===== config.mk =====
export PLATFORM = sky130hd
export DESIGN_NAME = mesh_router
export DESIGN_NICKNAME = d
export VERILOG_FILES = /design/src/noc_pkg.sv /design/src/flit_fifo.sv /design/src/packet_arbiter.sv /design/src/xy_route_switch.sv /design/src/mesh_router.sv
export SDC_FILE = /design/constraint.sdc
export NUM_CORES = 1
export LEC_CHECK = 0
export ABC_AREA = 1
export ABC_CLOCK_PERIOD_IN_PS = 7500
export BUFFER_PORTS_ARGS = -buffer_cell sky130_fd_sc_hd__buf_2
export CORE_MARGIN = 5
export CORE_UTILIZATION = 35
export CTS_BUF_LIST = sky130_fd_sc_hd__clkbuf_16
export DETAILED_ROUTE_END_ITERATION = 8
export GPL_ROUTABILITY_DRIVEN = 0
export PLACE_DENSITY = 0.61
export REMOVE_ABC_BUFFERS = 1
export SYNTH_ARGS = -nofsm -noshare
export SYNTH_HDL_FRONTEND = slang
export SYNTH_SLANG_ARGS = --single-unit

===== constraint.sdc =====
create_clock -name clk -period 7.5 [get_ports clk]
set_input_delay 0.75 -clock clk [delete_from_list [all_inputs] [get_ports clk]]
set_output_delay 0.75 -clock clk [all_outputs]
set_load 0.05 [all_outputs]

===== src/noc_pkg.sv =====
package noc_pkg;

    // ~~~~~~~~~~~~~~~~~~~~~~~~~~~~~~~~~~~~~~~~~~~~~~~~~~~~~~~~~~~
    // Flit and channel geometry
    // ~~~~~~~~~~~~~~~~~~~~~~~~~~~~~~~~~~~~~~~~~~~~~~~~~~~~~~~~~~~

    localparam int DATA_WIDTH = 32;
    localparam int CHANNELS   = 5;
    localparam int CH_W       = 3;

    typedef logic [DATA_WIDTH-1:0] flit_t;  // One flit payload
    typedef logic [CH_W-1:0]       chan_t;  // Router port index

    localparam chan_t PORT_LOCAL = 3'd0;
    localparam chan_t PORT_NORTH = 3'd1;
    localparam chan_t PORT_EAST  = 3'd2;
    localparam chan_t PORT_SOUTH = 3'd3;
    localparam chan_t PORT_WEST  = 3'd4;

    // ~~~~~~~~~~~~~~~~~~~~~~~~~~~~~~~~~~~~~~~~~~~~~~~~~~~~~~~~~~~
    // Mesh coordinates and header layout
    // ~~~~~~~~~~~~~~~~~~~~~~~~~~~~~~~~~~~~~~~~~~~~~~~~~~~~~~~~~~~

    localparam int MESH_X  = 4;
    localparam int MESH_Y  = 4;
    localparam int COORD_W = 2;

    typedef logic [COORD_W-1:0] coord_t;    // One mesh coordinate

    localparam int HDR_X_LSB = 0;           // Target x in header bits 1:0
    localparam int HDR_Y_LSB = 2;           // Target y in header bits 3:2

    // ~~~~~~~~~~~~~~~~~~~~~~~~~~~~~~~~~~~~~~~~~~~~~~~~~~~~~~~~~~~
    // Input buffering
    // ~~~~~~~~~~~~~~~~~~~~~~~~~~~~~~~~~~~~~~~~~~~~~~~~~~~~~~~~~~~

    localparam int BUFFER_LENGTH = 2;
    localparam int FIFO_PTR_W    = $clog2(BUFFER_LENGTH);
    localparam int FIFO_CNT_W    = $clog2(BUFFER_LENGTH + 1);

    // ~~~~~~~~~~~~~~~~~~~~~~~~~~~~~~~~~~~~~~~~~~~~~~~~~~~~~~~~~~~
    // Arbiter FSM
    // ~~~~~~~~~~~~~~~~~~~~~~~~~~~~~~~~~~~~~~~~~~~~~~~~~~~~~~~~~~~

    typedef enum logic [0:0] {
        ARB_IDLE,                           // Waiting for a header
        ARB_FORWARD                         // Packet in flight
    } arb_state_t;

endpackage


===== src/flit_fifo.sv =====
`timescale 1ns/1ps

module flit_fifo
    import noc_pkg::*;
(
    input  logic  clk,
    input  logic  rst_i,

    input  flit_t wr_data_i,
    input  logic  wr_last_i,
    input  logic  wr_valid_i,
    output logic  wr_ready_o,

    output flit_t rd_data_o,
    output logic  rd_last_o,
    output logic  rd_valid_o,
    input  logic  rd_ready_i
);

    flit_t mem_data [BUFFER_LENGTH];
    logic  mem_last [BUFFER_LENGTH];

    logic [FIFO_PTR_W-1:0] wr_ptr;
    logic [FIFO_PTR_W-1:0] rd_ptr;
    logic [FIFO_CNT_W-1:0] count;

    logic do_wr;
    logic do_rd;

    // ~~~~~~~~~~~~~~~~~~~~~~~~~~~~~~~~~~~~~~~~~~~~~~~~~~~~~~~~~~~
    // Handshake
    // ~~~~~~~~~~~~~~~~~~~~~~~~~~~~~~~~~~~~~~~~~~~~~~~~~~~~~~~~~~~

    assign rd_valid_o = (count != '0);
    assign wr_ready_o = (count != FIFO_CNT_W'(BUFFER_LENGTH)) || rd_ready_i;  // Full but draining

    assign do_wr = wr_valid_i && wr_ready_o;
    assign do_rd = rd_valid_o && rd_ready_i;

    assign rd_data_o = mem_data[rd_ptr];
    assign rd_last_o = mem_last[rd_ptr];

    // ~~~~~~~~~~~~~~~~~~~~~~~~~~~~~~~~~~~~~~~~~~~~~~~~~~~~~~~~~~~
    // Storage and pointers
    // ~~~~~~~~~~~~~~~~~~~~~~~~~~~~~~~~~~~~~~~~~~~~~~~~~~~~~~~~~~~

    always_ff @(posedge clk) begin
        if (do_wr) begin
            mem_data[wr_ptr] <= wr_data_i;
            mem_last[wr_ptr] <= wr_last_i;
        end
    end

    always_ff @(posedge clk) begin
        if (rst_i) begin
            wr_ptr <= '0;
            rd_ptr <= '0;
            count  <= '0;
        end else begin
            if (do_wr) begin
                wr_ptr <= (wr_ptr == FIFO_PTR_W'(BUFFER_LENGTH - 1)) ? '0 : wr_ptr + 1'b1;
            end
            if (do_rd) begin
                rd_ptr <= (rd_ptr == FIFO_PTR_W'(BUFFER_LENGTH - 1)) ? '0 : rd_ptr + 1'b1;
            end
            case ({do_wr, do_rd})
                2'b10:   count <= count + 1'b1;
                2'b01:   count <= count - 1'b1;
                default: count <= count;     // Idle or simultaneous push/pop
            endcase
        end
    end

    a_no_overflow: assert property (@(posedge clk) disable iff (rst_i)
        (count == FIFO_CNT_W'(BUFFER_LENGTH) && !do_rd) |=>
            (count == FIFO_CNT_W'(BUFFER_LENGTH)) && $stable(wr_ptr))
        else $error("flit_fifo write accepted while full without a read");

endmodule


===== src/packet_arbiter.sv =====
`timescale 1ns/1ps

module packet_arbiter
    import noc_pkg::*;
(
    input  logic                 clk,
    input  logic                 rst_i,

    input  flit_t [CHANNELS-1:0] q_data_i,
    input  logic  [CHANNELS-1:0] q_last_i,
    input  logic  [CHANNELS-1:0] q_valid_i,
    output logic  [CHANNELS-1:0] q_ready_o,

    output flit_t                sel_data_o,
    output logic                 sel_last_o,
    output logic                 sel_valid_o,
    input  logic                 sel_ready_i,

    output coord_t               target_x_o,
    output coord_t               target_y_o
);

    arb_state_t state;
    chan_t      grant;
    chan_t      rr_ptr;     // First channel to look at on the next pick

    logic       pick_found;
    chan_t      pick_idx;
    chan_t      rr_next;
    logic       last_xfer;

    // ~~~~~~~~~~~~~~~~~~~~~~~~~~~~~~~~~~~~~~~~~~~~~~~~~~~~~~~~~~~
    // Round-robin search starting at rr_ptr
    // ~~~~~~~~~~~~~~~~~~~~~~~~~~~~~~~~~~~~~~~~~~~~~~~~~~~~~~~~~~~

    always_comb begin
        pick_found = 1'b0;
        pick_idx   = rr_ptr;
        for (int k = 0; k < CHANNELS; k++) begin
            automatic int idx = (int'(rr_ptr) + k) % CHANNELS;
            if (!pick_found && q_valid_i[idx]) begin
                pick_found = 1'b1;
                pick_idx   = chan_t'(idx);
            end
        end
    end

    assign rr_next = (pick_idx == chan_t'(CHANNELS - 1)) ? PORT_LOCAL : pick_idx + 1'b1;

    // ~~~~~~~~~~~~~~~~~~~~~~~~~~~~~~~~~~~~~~~~~~~~~~~~~~~~~~~~~~~
    // Forward path to the switch
    // ~~~~~~~~~~~~~~~~~~~~~~~~~~~~~~~~~~~~~~~~~~~~~~~~~~~~~~~~~~~

    assign sel_data_o  = q_data_i[grant];
    assign sel_last_o  = q_last_i[grant];
    assign sel_valid_o = (state == ARB_FORWARD) && q_valid_i[grant];

    always_comb begin
        q_ready_o = '0;
        if (state == ARB_FORWARD) begin
            q_ready_o[grant] = sel_ready_i;     // Only the granted FIFO drains
        end
    end

    assign last_xfer = sel_valid_o && sel_ready_i && sel_last_o;

    // ~~~~~~~~~~~~~~~~~~~~~~~~~~~~~~~~~~~~~~~~~~~~~~~~~~~~~~~~~~~
    // FSM
    // ~~~~~~~~~~~~~~~~~~~~~~~~~~~~~~~~~~~~~~~~~~~~~~~~~~~~~~~~~~~

    always_ff @(posedge clk) begin
        if (rst_i) begin
            state  <= ARB_IDLE;
            grant  <= PORT_LOCAL;
            rr_ptr <= PORT_LOCAL;
        end else begin
            case (state)
                ARB_IDLE: begin
                    if (pick_found) begin
                        state  <= ARB_FORWARD;
                        grant  <= pick_idx;
                        rr_ptr <= rr_next;          // Winner goes to the back
                    end
                end
                ARB_FORWARD: begin
                    if (last_xfer) begin
                        state <= ARB_IDLE;
                    end
                end
                default: state <= ARB_IDLE;
            endcase
        end
    end

    // Header fields, latched while the header still sits at the FIFO head
    always_ff @(posedge clk) begin
        if (state == ARB_IDLE && pick_found) begin
            target_x_o <= q_data_i[pick_idx][HDR_X_LSB +: COORD_W];
            target_y_o <= q_data_i[pick_idx][HDR_Y_LSB +: COORD_W];
        end
    end

    a_grant_range: assert property (@(posedge clk) disable iff (rst_i)
        (state == ARB_FORWARD) |-> (grant < CHANNELS))
        else $error("packet_arbiter grant out of range");

    a_ready_onehot: assert property (@(posedge clk) disable iff (rst_i)
        $onehot0(q_ready_o))
        else $error("packet_arbiter drains more than one FIFO");

endmodule


===== src/xy_route_switch.sv =====
`timescale 1ns/1ps

module xy_route_switch
    import noc_pkg::*;
#(
    parameter int ROUTER_X = 0,
    parameter int ROUTER_Y = 0
)(
    input  flit_t                sel_data_i,
    input  logic                 sel_last_i,
    input  logic                 sel_valid_i,
    output logic                 sel_ready_o,

    input  coord_t               target_x_i,
    input  coord_t               target_y_i,

    output flit_t [CHANNELS-1:0] out_data_o,
    output logic  [CHANNELS-1:0] out_last_o,
    output logic  [CHANNELS-1:0] out_valid_o,
    input  logic  [CHANNELS-1:0] out_ready_i
);

    chan_t  route_port;

    // ~~~~~~~~~~~~~~~~~~~~~~~~~~~~~~~~~~~~~~~~~~~~~~~~~~~~~~~~~~~
    // XY routing with x resolved before y
    // ~~~~~~~~~~~~~~~~~~~~~~~~~~~~~~~~~~~~~~~~~~~~~~~~~~~~~~~~~~~

    always_comb begin
        if (target_x_i > coord_t'(ROUTER_X)) begin
            route_port = PORT_EAST;
        end else if (target_x_i < coord_t'(ROUTER_X)) begin
            route_port = PORT_WEST;
        end else if (target_y_i > coord_t'(ROUTER_Y)) begin
            route_port = PORT_NORTH;
        end else if (target_y_i < coord_t'(ROUTER_Y)) begin
            route_port = PORT_SOUTH;
        end else begin
            route_port = PORT_LOCAL;        // Arrived
        end
    end

    // ~~~~~~~~~~~~~~~~~~~~~~~~~~~~~~~~~~~~~~~~~~~~~~~~~~~~~~~~~~~
    // Output demux
    // ~~~~~~~~~~~~~~~~~~~~~~~~~~~~~~~~~~~~~~~~~~~~~~~~~~~~~~~~~~~

    always_comb begin
        for (int p = 0; p < CHANNELS; p++) begin
            out_data_o[p] = sel_data_i;     // Payload fans out and valid qualifies it
            out_last_o[p] = sel_last_i;
        end
    end

    always_comb begin
        out_valid_o             = '0;
        out_valid_o[route_port] = sel_valid_i;
    end

    assign sel_ready_o = out_ready_i[route_port];

    // Downstream must only ever see one active output
    always_comb begin
        a_valid_onehot: assert final ($onehot0(out_valid_o))
            else $error("xy_route_switch drives more than one output");
    end

endmodule


===== src/mesh_router.sv =====
`timescale 1ns/1ps

module mesh_router
    import noc_pkg::*;
#(
    parameter int ROUTER_X = 1,
    parameter int ROUTER_Y = 1
)(
    input  logic                 clk,
    input  logic                 rst_i,

    input  flit_t [CHANNELS-1:0] in_data_i,
    input  logic  [CHANNELS-1:0] in_last_i,
    input  logic  [CHANNELS-1:0] in_valid_i,
    output logic  [CHANNELS-1:0] in_ready_o,

    output flit_t [CHANNELS-1:0] out_data_o,
    output logic  [CHANNELS-1:0] out_last_o,
    output logic  [CHANNELS-1:0] out_valid_o,
    input  logic  [CHANNELS-1:0] out_ready_i
);

    flit_t [CHANNELS-1:0] q_data;
    logic  [CHANNELS-1:0] q_last;
    logic  [CHANNELS-1:0] q_valid;
    logic  [CHANNELS-1:0] q_ready;

    flit_t  sel_data;
    logic   sel_last;
    logic   sel_valid;
    logic   sel_ready;
    coord_t target_x;
    coord_t target_y;

    // ~~~~~~~~~~~~~~~~~~~~~~~~~~~~~~~~~~~~~~~~~~~~~~~~~~~~~~~~~~~
    // Input buffers, one per channel
    // ~~~~~~~~~~~~~~~~~~~~~~~~~~~~~~~~~~~~~~~~~~~~~~~~~~~~~~~~~~~

    for (genvar i = 0; i < CHANNELS; i++) begin : g_in_fifo
        flit_fifo u_fifo (
            .clk        (clk),
            .rst_i      (rst_i),
            .wr_data_i  (in_data_i[i]),
            .wr_last_i  (in_last_i[i]),
            .wr_valid_i (in_valid_i[i]),
            .wr_ready_o (in_ready_o[i]),
            .rd_data_o  (q_data[i]),
            .rd_last_o  (q_last[i]),
            .rd_valid_o (q_valid[i]),
            .rd_ready_i (q_ready[i])
        );
    end

    packet_arbiter u_arbiter (
        .clk         (clk),
        .rst_i       (rst_i),
        .q_data_i    (q_data),
        .q_last_i    (q_last),
        .q_valid_i   (q_valid),
        .q_ready_o   (q_ready),
        .sel_data_o  (sel_data),
        .sel_last_o  (sel_last),
        .sel_valid_o (sel_valid),
        .sel_ready_i (sel_ready),
        .target_x_o  (target_x),
        .target_y_o  (target_y)
    );

    xy_route_switch #(
        .ROUTER_X (ROUTER_X),
        .ROUTER_Y (ROUTER_Y)
    ) u_switch (
        .sel_data_i  (sel_data),
        .sel_last_i  (sel_last),
        .sel_valid_i (sel_valid),
        .sel_ready_o (sel_ready),
        .target_x_i  (target_x),
        .target_y_i  (target_y),
        .out_data_o  (out_data_o),
        .out_last_o  (out_last_o),
        .out_valid_o (out_valid_o),
        .out_ready_i (out_ready_i)
    );

endmodule


==> results.yml, run 1 <==
grt:
  grt_pass1_wl_microns: 75500
  grt_overflow_total: 0
  largest_net_degree_at_the_start_of_global_routing: 74
  track_usage_pct: 18.8
  grt_antenna_before_repair: 5
  grt_util_met2_pct: 33.0
  gr-max-usage-layer: "met2"
  global_route.usage.met3_pct: 3.86
  global_route.usage.met1_pct: 23.2
  grt_pass1_vias: 12300
clock_tree:
  clk_transition_reported_paths_ns: 0.06
  clk_path_buf_depth: 3
  cts_made_buffers: 39
  clkSinkCount: 366
  cts_hold_buffers: 0
  clk-insertion-delay-late_ns: 0.54
  cts-resized-gates: 0
  htree_num_levels: 2
  cts_tree: "done"
  post-cts-setup-buffers: 0
  cts-root-buf: "clkbuf_16"
route:
  total_number_of_vias: 12500
  detail_route.drc_violations: 0
  firstDrtPassIters: 7
  drtAntennaViolNets: 0
  route.final.wire_length_microns: 52200
  initialDrtViolationCount: 899
  wl_per_cell_microns: 21.4
  detail_route.vias_per_cell: 5.10
worst_setup_path:
  critical_path.max_stage_delay_ns: 0.72
  timing.critical_path.required_ns: 7.97
  startpoint_type_of_the_worst_setup_path: "flip-flop"
  timing.critical_path.buf_inv: 5
  r2r_slack_ns: 2.82
  worst_r2r_endpoint: "u_arbiter.rr_ptr[2]"
  worst_r2r_path_depth: 28
  path_common_cell: "nand2_1"
  timing.critical_path.arrival_ns: 5.15
  worst_path_max_delay_cell: "dfxtp_1"
  critical_path.reg2reg.startpoint: "u_arbiter.rr_ptr[0]"
  critical_path.max_fanout: 16
  timing.setup.critical_path_class: "reg2reg"
  path_delay_family: "simple AND/OR/NAND/NOR gates"
  timing.critical_path.to_type: "flip-flop"
  worst_setup_path_startpoint: "u_arbiter.rr_ptr[0]"
placement:
  buffer_ports.inserted: 351
  dp.final_hpwl_microns: 35200
  placedInstanceArea_sq_um: 18400
final_layout:
  finish.net_count: 1995
  layout_commonest_cell: "buf_2"
  drive_gt1_share_pct: 26.5
  area_growth_from_synthesis_to_layout_pct: 15.9
  postLayoutCellArea_sq_um: 19600
  final_cell_mix: "buf_2, edfxtp_1, nand2_1"
yosys:
  synth_cell_type_count: 41
  synth_sequential_area_ratio_pct: 63.1
  synth_warnings: 0
  synth_seq_cells: 366
  synth.top_cells.by_area: "edfxtp_1, buf_4, nand2_1, o21ai_0, nor2_1"
  synth_cells: 1579
  netlist.top_cell.by_area: "edfxtp_1"
  synth.cell_area_sq_um: 16900
  synthesis.area_per_instance_sq_um: 10.7
  yosys.area.top_type_share_pct: 59.3
timing:
  finalClockSkew_ns: 0.0193
  slew_headroom_pct: 34.8
  totalNegativeSetupSlack_ns: 0
  worst_slew_pin_slew_ns: 0.979
  setup_viol: 0
  number_of_max_slew_violations_in_the_final_report: 0
  achievable-frequency_ghz: 0.214
  post-route-period-util_pct: 62.4
  grt_setup_unrepaired: "false"
  finalHoldViolCount: 0
  final.min_clock_period_ns: 4.68
hold_path:
  origin_of_the_worst_min_delay_path: "in_data_i[151]"
  whs_endpoint: "g_in_fifo[4].u_fifo.mem_data[0][23]"
  worst_hold_path.num_cells: 1
  min-delay-path-class: "in2reg"
floorplanning:
  die_area_sq_um: 52800
  core_region_area_sq_um: 47700
  die_height_microns: 230
  ios: 352
  chipWidth_microns: 230
  floorplan.initialDensity_pct: 35.4
  placementRows: 80
run:
  cap_viol_max_count: 0
status:
  run_status: "finished, final reports clean"
## Yosys cell counts
cell type / number
buf_8: 1
ha_1: 22
buf_4: 139
o221ai_1: 4
xor2_2: 1
nor2_4: 1
nand4_1: 10
nand3_2: 5
nor3_1: 14
a31oi_1: 1
o21ai_1: 4
dfxtp_1: 32
nand3_1: 81
nand3b_1: 3
a21oi_2: 1
nand2_1: 263
edfxtp_1: 334
a31o_1: 1
a21oi_1: 36
o21ai_2: 3
buf_1: 2
and3_1: 6
nor4_1: 1
o21a_1: 2
inv_1: 98
nand4_2: 2
o31ai_1: 1
o21ai_0: 150
clkbuf_1: 57
nor2_2: 3
nand2_2: 13
o22ai_1: 58
xor2_1: 6
o211ai_1: 34
nand3_4: 1
nand2_4: 4
nor2_1: 176
xnor2_1: 1
mux2_2: 4
inv_2: 3
or2_2: 1
## how the worst max path moves through the flow
stage / end / cells after the start
2_1_floorplan: out_data_o[130] / 3
4_1_cts: u_arbiter.rr_ptr[2] / 28
6_report: u_arbiter.rr_ptr[2] / 28
3_5_place_dp: u_arbiter.rr_ptr[2] / 28
5_1_grt: u_arbiter.rr_ptr[2] / 31
3_3_place_gp: u_arbiter.rr_ptr[2] / 33
## sequential cells by signal, indices dropped and copies added (netlist names), named ones only
signal / cells
g_in_fifo.u_fifo.count: 10
g_in_fifo.u_fifo.mem_data: 320
g_in_fifo.u_fifo.mem_last: 10
g_in_fifo.u_fifo.rd_ptr: 5
g_in_fifo.u_fifo.wr_ptr: 5
u_arbiter.grant: 3
u_arbiter.rr_ptr: 3
u_arbiter.state: 1
u_arbiter.target_x_o: 2
u_arbiter.target_y_o: 2
## area by class of cell
class / count / area, sq um
Sequential cell: 366 / 10700
Timing Repair Buffer: 375 / 1940
Clock inverter: 30 / 169
Antenna cell: 1 / 2.50
Inverter: 101 / 379
Multi-Input combinational cell: 913 / 4670
Clock buffer: 40 / 1000
Fill cell: 4497 / 28100
Tap cell: 615 / 769
## layer usage
metal  vias up  wire, microns
li1       5835              -
met1      5928          20400
met2       601          26000
met3        82           4090
met4         8           1650
met5         -             44
## stage by stage
step	worst slack [ns]	utilization (%)	cells	hold slack, ns
4_1_cts	2.91	41.1	2440	0.355
2_1_floorplan	1.07	-	1380	0.426
3_3_place_gp	3.14	38.6	2370	0.427
5_1_grt	2.46	41.1	2440	0.363
3_5_place_dp	2.94	38.6	2370	0.440
6_report	2.82	41.1	2441	0.388
## kinds of logic after synthesis
family	after synthesis	synth area share, %
and+or+nand+nor	584	14.8
DFF	366	63.1
buffers and inverters	300	9.81
AOI/OAI and AO/OA	295	9.91
adders and majority gates	22	1.63
xor gates and xnor gates	8	0.459
muxes	4	0.266
Power of run 1 is left out: the tool's default activity adds up to more than one toggle a clock period on the data nets, which glitch-free logic cannot reach.
==> run 2: changes to the inputs <==
- ABC_AREA: 1 -> 0
- ABC_CLOCK_PERIOD_IN_PS: 7500 -> 4800
- clock period: 7.5 -> 4.8 ns (I/O delays scaled with it)
==> run 2 against run 1 <==
Register-to-register slack worse by 2.5 ns. Critical path type unchanged. Routed wire length down 7.7%. Cell count is 6.0% lower. Die area increased by 2.9%.
==> results.yml, run 2 <==
worst_setup_path:
  startpoint_type_of_the_worst_setup_path: "flip-flop"
  critical_path.max_stage_delay_ns: 0.40
  path_common_cell: "ha_1"
  path_cells: "inv_1, ha_1, inv_1, ha_1, inv_1, ha_1, or3_1, nand3_1, nand2_1, o32ai_2, o32ai_1, and3_1, buf_4, a21bo_4, o211a_1, ha_1, or3_1, a311oi_1"
  timing.setup.critical_path_class: "reg2reg"
  r2r_slack_ns: 0.31
  critical_path.max_fanout: 7
  timing.critical_path.arrival_ns: 4.95
  worst_path_max_delay_cell: "or3_1"
  timing.critical_path.required_ns: 5.26
  critical_path.reg2reg.startpoint: "u_arbiter.rr_ptr[1]"
  worst_setup_path_startpoint: "u_arbiter.rr_ptr[1]"
  worst_r2r_endpoint: "u_arbiter.rr_ptr[2]"
  timing.critical_path.to_type: "flip-flop"
  worst_r2r_path_depth: 18
yosys:
  synth_cell_type_count: 75
  synth_seq_cells: 366
  synth_sequential_area_ratio_pct: 61.2
  synth.top_cells.by_area: "edfxtp_1, mux2i_1, buf_4, nand2_1, dfxtp_1"
  synth_warnings: 0
  synth_cells: 1363
  synthMostInstantiatedCell: "edfxtp_1"
  synth_edf_count: 334
  yosys.area.top_type_share_pct: 57.6
  synthesis.area_per_instance_sq_um: 12.8
  netlist.top_cell.by_area: "edfxtp_1"
  netlist_top_cells_count: "edfxtp_1, nand2_1, buf_4"
  post_synthesis_async_set_or_reset_flop_share_pct: 0
  synth.cell_area_sq_um: 17400
  dominantRegCellSynth: "edfxtp_1"
timing:
  finalClockSkew_ns: 0.0178
  fin_hold_ws_ns: 0.0972
  finalHoldViolCount: 0
  final.min_clock_period_ns: 4.49
  final_worst_path_setup_slack_ns: 0.308
  totalNegativeSetupSlack_ns: 0
  setup_viol: 0
  grt_setup_unrepaired: "false"
  achievable-frequency_ghz: 0.223
  worst_slew_pin_slew_ns: 1.05
  post-route-period-util_pct: 93.6
  slew_headroom_pct: 28.8
  number_of_max_slew_violations_in_the_final_report: 0
pwr:
  total_switching_power_mw: 7.84
  p_sw_share_pct: 50.2
  cellLeakagePower_nw: 7.61
  power_density_nw_per_um2: 763
  power.internal_mw: 7.79
  seqPwrFrac_pct: 25.9
  clock_power_share_pct: 19.1
  comb_power_share_pct: 55.1
  max-vdd-ir-drop_mv: 0.817
  post-layout-total-power_mw: 15.6
final_layout:
  largest_register: "g_in_fifo.u_fifo.mem_data"
  postLayoutCellArea_sq_um: 20500
  area_growth_from_synthesis_to_layout_pct: 17.5
  finish.net_count: 1791
  flip_flop_count_of_the_largest_register_after_layout: 320
  regs_by_ff_count: "g_in_fifo.u_fifo.mem_data x320, g_in_fifo.u_fifo.count x10, g_in_fifo.u_fifo.mem_last x10"
  layout_commonest_cell: "buf_2"
  final_cell_mix: "buf_2, edfxtp_1, nand2_1"
  drive_gt1_share_pct: 34.1
clock_tree:
  post-cts-setup-buffers: 0
  cts-root-buf: "clkbuf_16"
  clk_path_buf_depth: 3
  cts_hold_buffers: 0
  clkSinkCount: 366
  cts_tree: "done"
  clk_transition_reported_paths_ns: 0.06
  cts-resized-gates: 0
  clk-insertion-delay-late_ns: 0.57
  cts_made_buffers: 42
  htree_num_levels: 2
floorplanning:
  chipWidth_microns: 233
  core_region_area_sq_um: 49100
  placementRows: 81
  die_area_sq_um: 54300
  ios: 352
  die_height_microns: 233
  floorplan.initialDensity_pct: 35.5
placement:
  dp_worst_setup_slack_ns: 0.221
  buffer_ports.inserted: 351
  dp.final_hpwl_microns: 34100
  placedInstanceArea_sq_um: 19100
grt:
  track_usage_pct: 16.8
  grt_pass1_wl_microns: 68800
  grt_overflow_total: 0
  largest_net_degree_at_the_start_of_global_routing: 58
  grt_antenna_before_repair: 18
  grt_pass1_vias: 11300
hold_path:
  whs_endpoint: "g_in_fifo[1].u_fifo.mem_data[0][29]"
  min-delay-path-class: "in2reg"
  origin_of_the_worst_min_delay_path: "in_data_i[61]"
  worst_hold_path.num_cells: 1
run:
  cap_viol_max_count: 0
route:
  detail_route.vias_per_cell: 5.00
  initialDrtViolationCount: 714
  drtAntennaViolNets: 0
  total_number_of_vias: 11500
  route.final.wire_length_microns: 48200
  firstDrtPassIters: 5
  wl_per_cell_microns: 21.0
  detail_route.drc_violations: 0
status:
  run_status: "finished, final reports clean"
[run 2: cell count changes in the layout (fill, tap and decap cells not counted), sizes merged, moves of 10 or more]
cell / change
nor2: -112
a32oi: +32
inv: -81
nor2b: +10
o22ai: -56
buf: +15
nand3: -47
o211ai: -23
mux2: +47
o21ai: -132
nand2: -91
mux2i: +130
or3: +11
xnor2: +17
[run 2: final cells by class]
class / count / area, sq um
fill: 4572 / 28600
timing repair buffer: 390 / 2050
tap: 664 / 831
clock buffer: 42 / 1050
clock inverter: 33 / 248
sequential: 366 / 10700
antenna: 8 / 20.0
inverter: 20 / 80.1
multi-input combinational: 772 / 5510
[run 2: power groups by stage]
stage,clock network (mW),logic [mW],registers [mW]
after floorplan,0,6.20,4.13
after CTS,3.07,8.55,4.04
after global routing,3.19,9.08,4.07
after global placement,0,8.44,4.09
after detailed placement,0,8.53,4.11
final,2.98,8.61,4.04
[run 2: routing by layer]
layer,vias up,wire length (microns),track usage (%)
li1,5360,-,-
met1,5591,19300,20.7
met2,423,23800,28.9
met3,80,3740,4.91
met4,22,1120,4.84
met5,-,163,0
[run 2: worst max-delay path by stage]
stage | to | slack (ns)
detailed placement | u_arbiter.rr_ptr[2] | 0.22
floorplan | out_data_o[0] | -6.63
finish | u_arbiter.rr_ptr[2] | 0.31
global route | u_arbiter.rr_ptr[2] | 0.02
CTS | u_arbiter.rr_ptr[2] | 0.18
global placement | u_arbiter.rr_ptr[2] | 0.39
[run 2: cells by family after synthesis]
group | share of synthesized area, %
XOR/XNOR | 1.16
AND/OR/NAND/NOR | 9.82
multiplexers | 11.3
flip-flops | 61.2
adder cells (fa/ha/maj) | 1.58
AO/OA/AOI/OAI | 6.91
buffers and inverters | 8.01
[run 2: through the flow]
step	cells	util (%)
finish	2295	41.7
global route	2288	41.7
CTS	2287	41.6
detailed placement	2212	38.9
global placement	2212	38.9
floorplan	1158	-
[run 2: critical path: cells and delay by family, from the launching register on]
kind	cells	cell delay, ns
adders and majority gates	4	1.00
AOI/OAI and AO/OA	5	1.34
buffers and inverters	4	0.47
DFF	1	0.31
and+or+nand+nor	5	1.29
(Power assumes the default switching activity.)
